==> src/rtl/fetch_pkg.sv <==
/*
 * Instruction fetch shared definitions
 * Widths, redirect source codes and the fetched word view
 */

`default_nettype none

package fetch_pkg;

  ////////////////////////////////////////////////////////////
  // Widths
  ////////////////////////////////////////////////////////////

  // Address and instruction word width
  localparam int XLEN     = 32;
  // Trap vector base, upper bits of mtvec
  localparam int MTVEC_W  = 25;
  // Interrupt index used for vectored traps
  localparam int IRQ_ID_W = 5;
  // Redirect source select
  localparam int PC_MUX_W = 3;

  ////////////////////////////////////////////////////////////
  // Redirect source codes
  ////////////////////////////////////////////////////////////

  localparam logic [PC_MUX_W-1:0] PC_BOOT     = 3'd0;
  localparam logic [PC_MUX_W-1:0] PC_JUMP     = 3'd1;
  localparam logic [PC_MUX_W-1:0] PC_BRANCH   = 3'd2;
  localparam logic [PC_MUX_W-1:0] PC_MRET     = 3'd3;
  localparam logic [PC_MUX_W-1:0] PC_DRET     = 3'd4;
  // Synchronous exception, jumps to mtvec base
  localparam logic [PC_MUX_W-1:0] PC_TRAP_EXC = 3'd5;
  // Interrupt, vectored by irq index
  localparam logic [PC_MUX_W-1:0] PC_TRAP_IRQ = 3'd6;
  // Debug halt entry
  localparam logic [PC_MUX_W-1:0] PC_TRAP_DBD = 3'd7;

  ////////////////////////////////////////////////////////////
  // Fetched word views
  ////////////////////////////////////////////////////////////

  // Full 32-bit word, or two 16-bit parcels
  // parcel[0] is the low parcel, parcel[1] the high one
  typedef union packed {
    logic [XLEN-1:0]  word;
    logic [1:0][15:0] parcel;
  } instr_word_u;

endpackage

`default_nettype wire

==> src/rtl/pc_select.sv <==
/*
 * Fetch target selection
 * Decodes the redirect source into a word-aligned fetch address
 */

`timescale 1ns/100ps
`default_nettype none

module pc_select import fetch_pkg::*; (
  input  wire logic [XLEN-1:0]     boot_addr_i,
  input  wire logic [XLEN-1:0]     jump_target_i,
  input  wire logic [XLEN-1:0]     branch_target_i,
  input  wire logic [XLEN-1:0]     mepc_i,
  input  wire logic [XLEN-1:0]     dpc_i,
  input  wire logic [XLEN-1:0]     dm_halt_addr_i,
  input  wire logic [MTVEC_W-1:0]  mtvec_addr_i,
  input  wire logic [IRQ_ID_W-1:0] irq_id_i,
  input  wire logic [PC_MUX_W-1:0] pc_mux_i,
  input  wire logic                pc_set_i,
  output logic      [XLEN-1:0]     branch_addr_o,
  output logic                     csr_mtvec_init_o
);

  // Raw target before alignment
  logic [XLEN-1:0] target;

  always_comb begin
    // Boot address as fallback
    target = boot_addr_i;
    unique case (pc_mux_i)
      PC_BOOT:     target = {boot_addr_i[XLEN-1:2], 2'b00};
      PC_JUMP:     target = jump_target_i;
      PC_BRANCH:   target = branch_target_i;
      PC_MRET:     target = mepc_i;
      PC_DRET:     target = dpc_i;
      // Exceptions all share the base address
      PC_TRAP_EXC: target = {mtvec_addr_i, 7'h00};
      // One word per interrupt line
      PC_TRAP_IRQ: target = {mtvec_addr_i, irq_id_i, 2'b00};
      PC_TRAP_DBD: target = {dm_halt_addr_i[XLEN-1:2], 2'b00};
      default:     target = boot_addr_i;
    endcase
  end

  // Every instruction sits on a word boundary
  assign branch_addr_o = {target[XLEN-1:2], 2'b00};

  // mtvec gets its reset value from the boot redirect
  assign csr_mtvec_init_o = pc_set_i && (pc_mux_i == PC_BOOT);

endmodule

`default_nettype wire

==> src/rtl/prefetch_ctrl.sv <==
/*
 * Prefetch control
 * Issues sequential word fetches within buffer credit and
 * drops responses that belong to a stale fetch stream
 */

`timescale 1ns/100ps
`default_nettype none

module prefetch_ctrl import fetch_pkg::*; #(
  parameter  int FIFO_DEPTH = 3,
  localparam int CNT_W      = $clog2(FIFO_DEPTH + 1)
) (
  input  wire logic             clk,
  input  wire logic             rst_n,
  input  wire logic             pc_set_i,
  input  wire logic [XLEN-1:0]  branch_addr_i,
  input  wire logic             fetch_rvalid_i,
  input  wire logic [CNT_W-1:0] fifo_count_i,
  output logic                  fetch_req_o,
  output logic      [XLEN-1:0]  fetch_addr_o,
  output logic                  push_o,
  output logic      [XLEN-1:0]  push_addr_o,
  output logic                  flush_o
);

  // Discard counter covers several redirects worth of in-flight requests
  localparam int DISC_W = CNT_W + 2;

  logic              active_q;
  logic [XLEN-1:0]   fetch_addr_q;
  logic [XLEN-1:0]   resp_addr_q;
  logic [CNT_W-1:0]  outst_q;
  logic [DISC_W-1:0] discard_q;
  logic              credit;
  logic              keep;

  ////////////////////////////////////////////////////////////
  // Request side
  ////////////////////////////////////////////////////////////

  // Kept requests plus buffered words must leave room for one more
  assign credit = ({1'b0, outst_q} + {1'b0, fifo_count_i}) < (CNT_W + 1)'(FIFO_DEPTH);

  // No request in the redirect cycle, the new stream starts next cycle
  assign fetch_req_o  = active_q && credit && !pc_set_i;
  assign fetch_addr_o = fetch_addr_q;

  ////////////////////////////////////////////////////////////
  // Response side
  ////////////////////////////////////////////////////////////

  // Oldest responses are stale while discards are pending
  assign keep        = fetch_rvalid_i && (discard_q == '0);
  assign push_o      = keep && !pc_set_i;
  assign push_addr_o = resp_addr_q;
  // Buffer empties on the same edge as the redirect
  assign flush_o     = pc_set_i;

  always_ff @(posedge clk or negedge rst_n) begin
    if (!rst_n) begin
      active_q  <= 1'b0;
      outst_q   <= '0;
      discard_q <= '0;
    end else if (pc_set_i) begin
      active_q  <= 1'b1;
      outst_q   <= '0;
      // Everything in flight now belongs to the old stream
      discard_q <= discard_q + DISC_W'(outst_q) - DISC_W'(fetch_rvalid_i);
    end else begin
      outst_q   <= outst_q + CNT_W'(fetch_req_o) - CNT_W'(keep);
      if (fetch_rvalid_i && !keep) begin
        discard_q <= discard_q - 1'b1;
      end
    end
  end

  // Addresses of the next request and of the oldest kept response
  always_ff @(posedge clk) begin
    if (pc_set_i) begin
      fetch_addr_q <= branch_addr_i;
      resp_addr_q  <= branch_addr_i;
    end else begin
      if (fetch_req_o) begin
        fetch_addr_q <= fetch_addr_q + XLEN'(4);
      end
      if (keep) begin
        resp_addr_q <= resp_addr_q + XLEN'(4);
      end
    end
  end

  // Memory answers only what was asked
  a_no_orphan_resp: assert property (@(posedge clk) disable iff (!rst_n)
    fetch_rvalid_i |-> (outst_q != '0) || (discard_q != '0))
    else $error("fetch response with no request outstanding");

endmodule

`default_nettype wire

==> src/rtl/fetch_fifo.sv <==
/*
 * Fetch response buffer
 * Circular buffer of fetched words with address and bus error
 */

`timescale 1ns/100ps
`default_nettype none

module fetch_fifo import fetch_pkg::*; #(
  parameter  int FIFO_DEPTH = 3,
  localparam int CNT_W      = $clog2(FIFO_DEPTH + 1)
) (
  input  wire logic             clk,
  input  wire logic             rst_n,
  input  wire logic             push_i,
  input  wire logic [XLEN-1:0]  push_addr_i,
  input  wire logic [XLEN-1:0]  push_data_i,
  input  wire logic             push_err_i,
  input  wire logic             pop_i,
  input  wire logic             flush_i,
  output logic      [CNT_W-1:0] count_o,
  output logic                  head_valid_o,
  output logic      [XLEN-1:0]  head_addr_o,
  output logic      [XLEN-1:0]  head_data_o,
  output logic                  head_err_o
);

  localparam int PTR_W = $clog2(FIFO_DEPTH);

  // Storage
  logic [XLEN-1:0]  addr_q [FIFO_DEPTH];
  logic [XLEN-1:0]  data_q [FIFO_DEPTH];
  logic             err_q  [FIFO_DEPTH];

  logic [PTR_W-1:0] wr_ptr_q;
  logic [PTR_W-1:0] rd_ptr_q;
  logic [CNT_W-1:0] count_q;

  // Pointer control, flush wins over a push
  always_ff @(posedge clk or negedge rst_n) begin
    if (!rst_n) begin
      wr_ptr_q <= '0;
      rd_ptr_q <= '0;
      count_q  <= '0;
    end else if (flush_i) begin
      wr_ptr_q <= '0;
      rd_ptr_q <= '0;
      count_q  <= '0;
    end else begin
      if (push_i) begin
        wr_ptr_q <= (wr_ptr_q == PTR_W'(FIFO_DEPTH - 1)) ? '0 : wr_ptr_q + 1'b1;
      end
      if (pop_i) begin
        rd_ptr_q <= (rd_ptr_q == PTR_W'(FIFO_DEPTH - 1)) ? '0 : rd_ptr_q + 1'b1;
      end
      count_q <= count_q + CNT_W'(push_i) - CNT_W'(pop_i);
    end
  end

  always_ff @(posedge clk) begin
    if (push_i && !flush_i) begin
      addr_q[wr_ptr_q] <= push_addr_i;
      data_q[wr_ptr_q] <= push_data_i;
      err_q[wr_ptr_q]  <= push_err_i;
    end
  end

  assign count_o      = count_q;
  assign head_valid_o = (count_q != '0);
  assign head_addr_o  = addr_q[rd_ptr_q];
  assign head_data_o  = data_q[rd_ptr_q];
  assign head_err_o   = err_q[rd_ptr_q];

  // Prefetch credit keeps the buffer from overflowing
  a_no_overflow: assert property (@(posedge clk) disable iff (!rst_n)
    (push_i && !flush_i) |-> (count_q < CNT_W'(FIFO_DEPTH)))
    else $error("push into full fetch buffer");

  // Output stage pops only a present head
  a_no_underflow: assert property (@(posedge clk) disable iff (!rst_n)
    pop_i |-> (count_q != '0))
    else $error("pop from empty fetch buffer");

endmodule

`default_nettype wire

==> src/rtl/if_id_register.sv <==
/*
 * IF/ID pipeline register
 * Holds one fetched item for decode, flags compressed words
 * and stalls under ID back-pressure
 */

`timescale 1ns/100ps
`default_nettype none

module if_id_register import fetch_pkg::*; (
  input  wire logic            clk,
  input  wire logic            rst_n,
  input  wire logic            pc_set_i,
  input  wire logic            id_ready_i,
  input  wire logic            head_valid_i,
  input  wire logic [XLEN-1:0] head_addr_i,
  input  wire logic [XLEN-1:0] head_data_i,
  input  wire logic            head_err_i,
  output logic                 pop_o,
  output logic                 id_valid_o,
  output logic      [XLEN-1:0] id_pc_o,
  output logic      [XLEN-1:0] id_instr_o,
  output logic                 id_bus_err_o,
  output logic                 id_compressed_o,
  output logic      [15:0]     id_compressed_instr_o
);

  instr_word_u head_word;
  logic        head_compressed;
  logic        load;

  assign head_word = head_data_i;

  // 32-bit encodings have both low opcode bits set
  assign head_compressed = (head_word.parcel[0][1:0] != 2'b11);

  // Load when empty or when ID takes the current item
  // never while a redirect kills the stream
  assign load  = head_valid_i && (!id_valid_o || id_ready_i) && !pc_set_i;
  assign pop_o = load;

  ////////////////////////////////////////////////////////////
  // Valid and compressed parcel
  ////////////////////////////////////////////////////////////

  always_ff @(posedge clk or negedge rst_n) begin
    if (!rst_n) begin
      id_valid_o            <= 1'b0;
      id_compressed_instr_o <= '0;
    end else begin
      if (pc_set_i) begin
        id_valid_o <= 1'b0;
      end else if (load) begin
        id_valid_o <= 1'b1;
      end else if (id_ready_i) begin
        // Accepted with nothing behind it
        id_valid_o <= 1'b0;
      end
      // Parcel sticks until the next compressed word
      if (load && head_compressed) begin
        id_compressed_instr_o <= head_word.parcel[0];
      end
    end
  end

  ////////////////////////////////////////////////////////////
  // Payload
  ////////////////////////////////////////////////////////////

  always_ff @(posedge clk) begin
    if (load) begin
      id_pc_o         <= head_addr_i;
      id_instr_o      <= head_word.word;
      id_bus_err_o    <= head_err_i;
      id_compressed_o <= head_compressed;
    end
  end

  // Stalled item is frozen until ID takes it
  a_stall_stable: assert property (@(posedge clk) disable iff (!rst_n)
    (id_valid_o && !id_ready_i && !pc_set_i) |=>
      id_valid_o && $stable(id_pc_o) && $stable(id_instr_o) &&
      $stable(id_bus_err_o) && $stable(id_compressed_o) &&
      $stable(id_compressed_instr_o))
    else $error("IF/ID output changed while stalled");

endmodule

`default_nettype wire

==> src/rtl/if_stage.sv <==
/*
 * Instruction fetch stage top level
 * Target select, prefetcher, response buffer and IF/ID register
 */

`timescale 1ns/100ps
`default_nettype none

module if_stage import fetch_pkg::*; #(
  parameter  int FIFO_DEPTH = 3,
  localparam int CNT_W      = $clog2(FIFO_DEPTH + 1)
) (
  input  wire logic                clk,
  input  wire logic                rst_n,
  // Redirect targets and control
  input  wire logic [XLEN-1:0]     boot_addr_i,
  input  wire logic [XLEN-1:0]     jump_target_i,
  input  wire logic [XLEN-1:0]     branch_target_i,
  input  wire logic [XLEN-1:0]     mepc_i,
  input  wire logic [XLEN-1:0]     dpc_i,
  input  wire logic [XLEN-1:0]     dm_halt_addr_i,
  input  wire logic [MTVEC_W-1:0]  mtvec_addr_i,
  input  wire logic [IRQ_ID_W-1:0] irq_id_i,
  input  wire logic [PC_MUX_W-1:0] pc_mux_i,
  input  wire logic                pc_set_i,
  // Instruction bus
  output logic                     fetch_req_o,
  output logic      [XLEN-1:0]     fetch_addr_o,
  input  wire logic                fetch_rvalid_i,
  input  wire logic [XLEN-1:0]     fetch_rdata_i,
  input  wire logic                fetch_err_i,
  // Decode side
  input  wire logic                id_ready_i,
  output logic                     id_valid_o,
  output logic      [XLEN-1:0]     id_pc_o,
  output logic      [XLEN-1:0]     id_instr_o,
  output logic                     id_bus_err_o,
  output logic                     id_compressed_o,
  output logic      [15:0]         id_compressed_instr_o,
  output logic                     csr_mtvec_init_o
);

  logic [XLEN-1:0]  branch_addr;
  logic [CNT_W-1:0] fifo_count;
  logic             push;
  logic [XLEN-1:0]  push_addr;
  logic             flush;
  logic             pop;
  logic             head_valid;
  logic [XLEN-1:0]  head_addr;
  logic [XLEN-1:0]  head_data;
  logic             head_err;

  pc_select i_pc_select (
    .boot_addr_i      (boot_addr_i),
    .jump_target_i    (jump_target_i),
    .branch_target_i  (branch_target_i),
    .mepc_i           (mepc_i),
    .dpc_i            (dpc_i),
    .dm_halt_addr_i   (dm_halt_addr_i),
    .mtvec_addr_i     (mtvec_addr_i),
    .irq_id_i         (irq_id_i),
    .pc_mux_i         (pc_mux_i),
    .pc_set_i         (pc_set_i),
    .branch_addr_o    (branch_addr),
    .csr_mtvec_init_o (csr_mtvec_init_o)
  );

  prefetch_ctrl #(
    .FIFO_DEPTH (FIFO_DEPTH)
  ) i_prefetch_ctrl (
    .clk            (clk),
    .rst_n          (rst_n),
    .pc_set_i       (pc_set_i),
    .branch_addr_i  (branch_addr),
    .fetch_rvalid_i (fetch_rvalid_i),
    .fifo_count_i   (fifo_count),
    .fetch_req_o    (fetch_req_o),
    .fetch_addr_o   (fetch_addr_o),
    .push_o         (push),
    .push_addr_o    (push_addr),
    .flush_o        (flush)
  );

  fetch_fifo #(
    .FIFO_DEPTH (FIFO_DEPTH)
  ) i_fetch_fifo (
    .clk          (clk),
    .rst_n        (rst_n),
    .push_i       (push),
    .push_addr_i  (push_addr),
    .push_data_i  (fetch_rdata_i),
    .push_err_i   (fetch_err_i),
    .pop_i        (pop),
    .flush_i      (flush),
    .count_o      (fifo_count),
    .head_valid_o (head_valid),
    .head_addr_o  (head_addr),
    .head_data_o  (head_data),
    .head_err_o   (head_err)
  );

  if_id_register i_if_id_register (
    .clk                   (clk),
    .rst_n                 (rst_n),
    .pc_set_i              (pc_set_i),
    .id_ready_i            (id_ready_i),
    .head_valid_i          (head_valid),
    .head_addr_i           (head_addr),
    .head_data_i           (head_data),
    .head_err_i            (head_err),
    .pop_o                 (pop),
    .id_valid_o            (id_valid_o),
    .id_pc_o               (id_pc_o),
    .id_instr_o            (id_instr_o),
    .id_bus_err_o          (id_bus_err_o),
    .id_compressed_o       (id_compressed_o),
    .id_compressed_instr_o (id_compressed_instr_o)
  );

endmodule

`default_nettype wire

==> config.mk <==
export PLATFORM = sky130hd
export DESIGN_NAME = if_stage
export DESIGN_NICKNAME = d
export VERILOG_FILES = /design/src/rtl/fetch_pkg.sv /design/src/rtl/pc_select.sv /design/src/rtl/prefetch_ctrl.sv /design/src/rtl/fetch_fifo.sv /design/src/rtl/if_id_register.sv /design/src/rtl/if_stage.sv
export SDC_FILE = /design/constraint.sdc
export NUM_CORES = 1
export LEC_CHECK = 0
export BUFFER_PORTS_ARGS = -buffer_cell sky130_fd_sc_hd__buf_2
export CORE_UTILIZATION = 45
export CTS_CLUSTER_DIAMETER = 40
export CTS_CLUSTER_SIZE = 30
export DETAILED_ROUTE_END_ITERATION = 8
export PLACE_DENSITY = 0.66
export SYNTH_ARGS = -nofsm -noshare
export SYNTH_HDL_FRONTEND = slang
export SYNTH_SLANG_ARGS = --single-unit
export TNS_END_PERCENT = 30
==> constraint.sdc <==
create_clock -name clk -period 8.45 [get_ports clk]
set_input_delay 0.845 -clock clk [delete_from_list [all_inputs] [get_ports clk]]
set_output_delay 0.845 -clock clk [all_outputs]
set_load 0.005 [all_outputs]
==> impl_metrics.yaml, run 1 <==
route:
  postRouteAntennaNets: 0
  drc_errors: 0
  viasPerCell: 5.355
  wirelength_mm: 41.23
  vias: 10960
  wl_per_cell_um: 20.14
  drtIter0Drc: 424
  drtPass1Iterations: 4
cts:
  cts_tree: "done"
  clk_pin_slew_ns: 0.06
  clock-sinks: 343
  clk_latency_ns: 0.53
  cts_resized: 0
  cts_root_buf: "clkbuf_16"
  cts_buffers: 38
  holdBufCountCts: 0
  cts-htree-levels: 2
  postCtsSetupBuffers: 0
  cts_max_path_buffers: 3
global_route:
  grt_pass1_wl_mm: 61.70
  first_global_vias: 10800
  grt-ovfl-total: 0
  antenna_found_initial: 1
  grt_max_degree: 78
  grt.total_usage_pct: 22.53
place:
  routabilityCongestion: 0.9706
  dp.final_hpwl_mm: 29.73
  io_buffers: 363
logic_synthesis:
  synth_most_common_cell: "edfxtp_1"
  synth_top_family_by_area: "compound AO/OA/AOI/OAI gates"
  synth_cells: 1217
  ys_seq_elements: 343
  synth_area_leaders: "edfxtp_1 (59%), mux2i_1 (6.6%), dfrtp_1 (4.7%)"
  synth_edf_count: 313
  synth_cell_types: 67
  synthAdderAreaFrac_pct: 1.428
  synthMuxAreaShare_pct: 8.780
  yosys.area_share.simple_pct: 9.094
  synthXorXnorAreaFrac_pct: 3.515
  synth-seq-area-share_pct: 63.65
  yosysTopAreaCell: "edfxtp_1"
  synth-main-ff-cell: "edfxtp_1"
  synth_top_area_share_pct: 58.94
  netlist_area_sq_um: 15950
  synthArstFlopShare_pct: 8.746
  ys_warn_count: 0
  avgSynthCellArea_sq_um: 13.10
  synth_compound_area_share_pct: 10.15
  synth_common_cells: "edfxtp_1 (313), o21ai_0 (122), nand2_1 (120), mux2i_1 (105), nor2_1 (36)"
timing:
  min_period_ns: 3.613
  fmax_ghz: 0.2768
  finalSetupTns_ns: 0
  slew_violations: 0
  setup_viol: 0
  skew_ns: 0.02910
  hold_viol: 0
  worst_pin_slew_ns: 1.214
  slew_headroom_pct: 18.72
  grt_setup_unrepaired: "false"
  period_share_pct: 42.76
worst_setup_path:
  crit_start: "pc_set_i"
  reg2regPathDepth: 7
  r2r-end: "i_fetch_fifo.data_q[2][1]"
  worstSetupPathType: "in -> reg"
  worstSetupEndpointType: "flop"
  critPathMaxFanout: 50
  crit_end: "i_fetch_fifo.data_q[2][1]"
  start_kind: "input port"
  r2r_start: "i_prefetch_ctrl.discard_q[1]"
  worstPathArrival_ns: 3.75
  crit_required_ns: 8.58
  worst-r2r-setup-slack_ns: 5.10
floorplanning:
  initial_core_util_pct: 45.94
  die_y_um: 190.2
  io-pin-count: 380
  rows: 68
  coreArea_sq_um: 34710
  chipWidth_um: 190.2
  die-area_sq_um: 36190
run_status:
  outcome: "finished clean"
pwr:
  internal_power_mw: 3.549
  swShare_pct: 28.82
  powerDensity_nw_per_um2: 257.2
  peakVddDrop_v: 0.0001561
  p_clk_share_pct: 33.4
  power.switching_mw: 1.437
  seqPwrFrac_pct: 47.5
  p_comb_share_pct: 19.0
  leakagePower_nw: 7.428
layout:
  fin_util_pct: 55.85
  fin_nets: 1842
  final_layout_size_suffix_gt1_share_pct: 30.65
  syn_to_final_growth_pct: 21.57
  fillers: 2949
  antenna_cells: 0
hold_path:
  min_path_type: "in -> async"
flow_run:
  max_cap_viol_count: 0
-- metrics by stage --
stage	cell area [sq um]	std cells	setup slack, ns	power [mW]	hold slack (ns)
detailed placement	18070	1977	4.297	3.367	0.4350
global route	19390	2047	4.640	5.231	0.4645
CTS	19390	2047	4.837	5.043	0.4366
global placement	18070	1977	4.305	3.335	0.4286
floorplan	15960	1220	2.014	2.921	0.4140
finish	19390	2047	4.837	4.985	0.4235
-- sequential cells by signal, summed over array words and instances (netlist names), 2 cells and up --
| register | flops |
|---|---|
| i_fetch_fifo.data_q | 96 |
| i_fetch_fifo.addr_q | 90 |
| i_if_id_register.id_instr_o | 32 |
| i_if_id_register.id_pc_o | 30 |
| i_prefetch_ctrl.fetch_addr_o | 30 |
| i_prefetch_ctrl.push_addr_o | 30 |
| i_if_id_register.id_compressed_instr_o | 16 |
| i_prefetch_ctrl.discard_q | 4 |
| i_fetch_fifo.err_q | 3 |
| i_fetch_fifo.count_o | 2 |
| i_fetch_fifo.rd_ptr_q | 2 |
| i_fetch_fifo.wr_ptr_q | 2 |
| i_prefetch_ctrl.outst_q | 2 |
-- worst min-delay path by stage --
| stage | start | endpoint | cells after the start |
|---|---|---|---|
| 2_1_floorplan | i_prefetch_ctrl.active_q | i_prefetch_ctrl.active_q | 2 |
| 3_3_place_gp | i_prefetch_ctrl.active_q | i_prefetch_ctrl.active_q | 2 |
| 3_5_place_dp | i_prefetch_ctrl.active_q | i_prefetch_ctrl.active_q | 2 |
| 4_1_cts | rst_n | i_fetch_fifo.rd_ptr_q[1] | 1 |
| 5_1_grt | rst_n | i_if_id_register.id_compressed_instr_o[2] | 1 |
| 6_report | rst_n | i_if_id_register.id_compressed_instr_o[2] | 1 |
-- cells by family (layout without fill, tap and decap cells) --
group | count (synthesis) | in the layout
flip-flops | 343 | 343
AND/OR/NAND/NOR | 284 | 284
AO/OA/AOI/OAI | 264 | 264
multiplexers | 134 | 134
buffers and inverters | 110 | 482
XOR/XNOR | 64 | 64
adder cells (fa/ha/maj) | 17 | 17
other | 1 | 4
-- power by group through the flow --
| stage | Combinational [mW] | Sequential [mW] | Clock, mW |
|---|---|---|---|
| finish | 0.950 | 2.37 | 1.67 |
| global route | 1.07 | 2.40 | 1.76 |
| CTS | 0.969 | 2.37 | 1.70 |
| detailed placement | 0.962 | 2.41 | 0 |
| global placement | 0.942 | 2.39 | 0 |
| floorplan | 0.554 | 2.37 | 0 |
-- cell type report --
class	instances	area [sq um]	area share (%)
timing repair buffer	377	1924	9.926
clock inverter	27	341.6	1.762
clock buffer	43	969.7	5.002
multi-input combinational	767	5293	27.30
inverter	35	131.4	0.6777
tap	455	569.3	2.937
sequential	343	10160	52.39
-- metal layers --
metal	wire, um	GRT usage [%]
met3	2642	4.196
met4	1641	9.262
met1	16610	27.90
met5	0	0
met2	20330	38.74
-- layout by cell type, fill, tap and decap left out, types with 4 or more instances in the layout --
master and count:
buf_2 362, edfxtp_1 313, o21ai_0 122, nand2_1 120, mux2i_1 105, clkbuf_16 38, nor2_1 36, inv_1 33
nand3_1 33, xor2_1 33, xnor2_1 31, o21ai_1 29, dfrtp_1 28, a21oi_1 23, nand4_1 22, a21o_1 21
nor2b_1 17, mux2_2 16, ha_1 15, buf_4 15, and3_1 13, a211oi_1 11, mux2_1 11, a2bb2oi_1 9
nor3_1 7, o221ai_1 6, a31o_1 6, clkinv_8 6, nand2b_1 5, a21boi_1 5, clkbuf_1 5, clkinvlp_4 5
and2_1 4, a31o_2 4, a22o_1 4, o211ai_1 4, conb_1 4, inv_6 4
-- worst max-delay path: stages --
cell and delay [ns]:
buf_2 0.09, buf_4 0.25, inv_1 0.10, buf_4 0.36
nand2_1 0.24, nor3b_2 1.01, buf_4 0.76
No activity file was read; power rests on OpenSTA's default activity.
==> run 2: changes to the inputs <==
==> constraint.sdc (replaced) <==
create_clock -name clk -period 3.7 [get_ports clk]
set_input_delay 0.37 -clock clk [delete_from_list [all_inputs] [get_ports clk]]
set_output_delay 0.37 -clock clk [all_outputs]
set_load 0.005 [all_outputs]
==> run 2 against run 1 <==
Against the previous run: final cell count grew 0.64%; clock skew grew 0.0084 ns; combinational power grew 130%; sequential power grew 130%; critical endpoint is now i_prefetch_ctrl.outst_q[1]; sequential share of layout area shrank 0.42 points; critical path type is now reg -> reg; design area grew 0.80%; first-iteration DRC count grew 35%.
==> impl_metrics.yaml, run 2 (synthesized netlist as in run 1, its figures left out) <==
run_status:
  outcome: "finished clean"
hold_path:
  min_path_type: "in -> reg"
timing:
  hold_ws_ns: 0.04955
  skew_ns: 0.03749
  worst_pin_slew_ns: 0.8295
  fmax_ghz: 0.3851
  min_period_ns: 2.597
  grt_setup_unrepaired: "false"
  setup_viol: 0
  hold_viol: 0
  slew_violations: 0
  slew_headroom_pct: 44.37
  finalSetupTns_ns: 0
  period_share_pct: 70.19
layout:
  reg_top3: "i_fetch_fifo.data_q (96), i_fetch_fifo.addr_q (90), i_if_id_register.id_instr_o (32)"
  fin_util_pct: 56.29
  final_common_cell: "buf_2"
  regMostFlops: "i_fetch_fifo.data_q"
  syn_to_final_growth_pct: 22.54
  fin_nets: 1853
  final_layout_size_suffix_gt1_share_pct: 31.07
  final_cells: 2060
  most-common-layout-cells: "buf_2 (362), edfxtp_1 (313), o21ai_0 (122)"
  largest_register_ffs: 96
global_route:
  first_global_vias: 10800
  grt_max_degree: 77
  grt-ovfl-total: 0
  antenna_found_initial: 2
  grt.total_usage_pct: 22.94
  grt_pass1_wl_mm: 62.48
floorplanning:
  die-area_sq_um: 36190
  coreArea_sq_um: 34710
  rows: 68
  initial_core_util_pct: 45.94
  chipWidth_um: 190.2
  die_y_um: 190.2
  io-pin-count: 380
place:
  dp.final_hpwl_mm: 30.12
  routabilityCongestion: 0.9518
  dp_cells: 1986
  io_buffers: 363
worst_setup_path:
  cp_num_buf_inv: 2
  critPathSlowestCell: "fa_1"
  crit_required_ns: 4.06
  worstSetupEndpointType: "flop"
  start_kind: "flop"
  critPathMaxFanout: 4
  worst_path_largest_cell_delay_ns: 0.45
  path_cells: "ha_1, fa_1, a211oi_1, and2_1, inv_1, ha_1, inv_1, ha_1, xor2_1, xnor2_1, nor2_1"
  cp_top_family: "adder cells"
  cp_common_cell: "ha_1"
  worstSetupPathType: "reg -> reg"
  worstPathArrival_ns: 2.95
route:
  wirelength_mm: 41.69
  postRouteAntennaNets: 0
  drc_errors: 0
  wl_per_cell_um: 20.24
  drtIter0Drc: 571
  viasPerCell: 5.326
  drtPass1Iterations: 5
  vias: 10970
cts:
  cts_root_buf: "clkbuf_16"
  cts-htree-levels: 2
  clk_latency_ns: 0.53
  postCtsSetupBuffers: 0
  cts_max_path_buffers: 3
  cts_buffers: 39
  clk_pin_slew_ns: 0.06
  clock-sinks: 343
  cts_tree: "done"
pwr:
  p_total_mw: 11.60
  powerDensity_nw_per_um2: 593.4
  peakVddDrop_v: 0.0004127
  leakagePower_nw: 7.514
flow_run:
  max_cap_viol_count: 0
==> run 2: cell types whose count changed in the layout (fill, tap and decap cells not counted), sizes merged, moves of 2 or more <==
cell	previous run	this run
diode	0	2
buf	377	386
bufinv	3	5
clkinvlp	5	3
==> run 2: metrics by stage <==
step	setup WS, ns	area (sq um)
2_1_floorplan	-0.3030	15990
3_3_place_gp	1.072	18160
3_5_place_dp	1.028	18160
4_1_cts	1.067	19540
5_1_grt	0.8830	19540
6_report	1.103	19540
==> run 2: layout make-up <==
class | count | area [sq um]
tap | 455 | 569.3
inverter | 35 | 131.4
fill | 2922 | 15170
antenna | 2 | 5.005
timing repair buffer | 387 | 2002
multi-input combinational | 767 | 5311
clock inverter | 27 | 339.1
sequential | 343 | 10160
clock buffer | 44 | 1026
==> run 2: repair_timing <==
item / in CTS / in global routing
hold buffers: 1 / 0
endpoints found under the hold margin: 30 / 0
gates resized for setup: 0 / 0
==> run 2: worst paths after layout <==
kind                                          start  cells past startpoint  slack (ns)                                         to
max                         i_fetch_fifo.count_o[0]                     11        1.10                 i_prefetch_ctrl.outst_q[1]
min                                fetch_rdata_i[9]                      1        0.05                  i_fetch_fifo.data_q[1][9]
max reg2reg                 i_fetch_fifo.count_o[0]                     11        1.10                 i_prefetch_ctrl.outst_q[1]
min reg2reg                i_prefetch_ctrl.active_q                      2        0.44                   i_prefetch_ctrl.active_q
max in group asynchronous                     rst_n                      2        2.65                   i_fetch_fifo.rd_ptr_q[0]
min in group asynchronous                     rst_n                      2        0.47  i_if_id_register.id_compressed_instr_o[5]
==> run 2: worst register-to-register path, delay by kind of cell (launching register included) <==
| kind | cells | cell delay, ns |
|---|---|---|
| simple gates | 2 | 0.24 |
| buf+inv | 2 | 0.09 |
| xor+xnor | 2 | 0.30 |
| flops | 1 | 0.41 |
| compound gates | 1 | 0.32 |
| fa+ha+maj | 4 | 1.09 |
==> run 2: report_power, final <==
part	internal [mW]	switching (mW)
logic	0.980	1.23
clock network	2.40	1.57
registers	4.95	0.465
total	8.33	3.27
==> run 2: metal layers <==
layer	wire (um)	vias up	share of wire, %	global-route usage, %
met3	2633	79	6.3	4.085
met4	1921	0	4.6	11.75
li1	-	5260	-	-
met5	0	-	0	0
met1	16980	5215	41	28.55
met2	20160	418	48	38.38
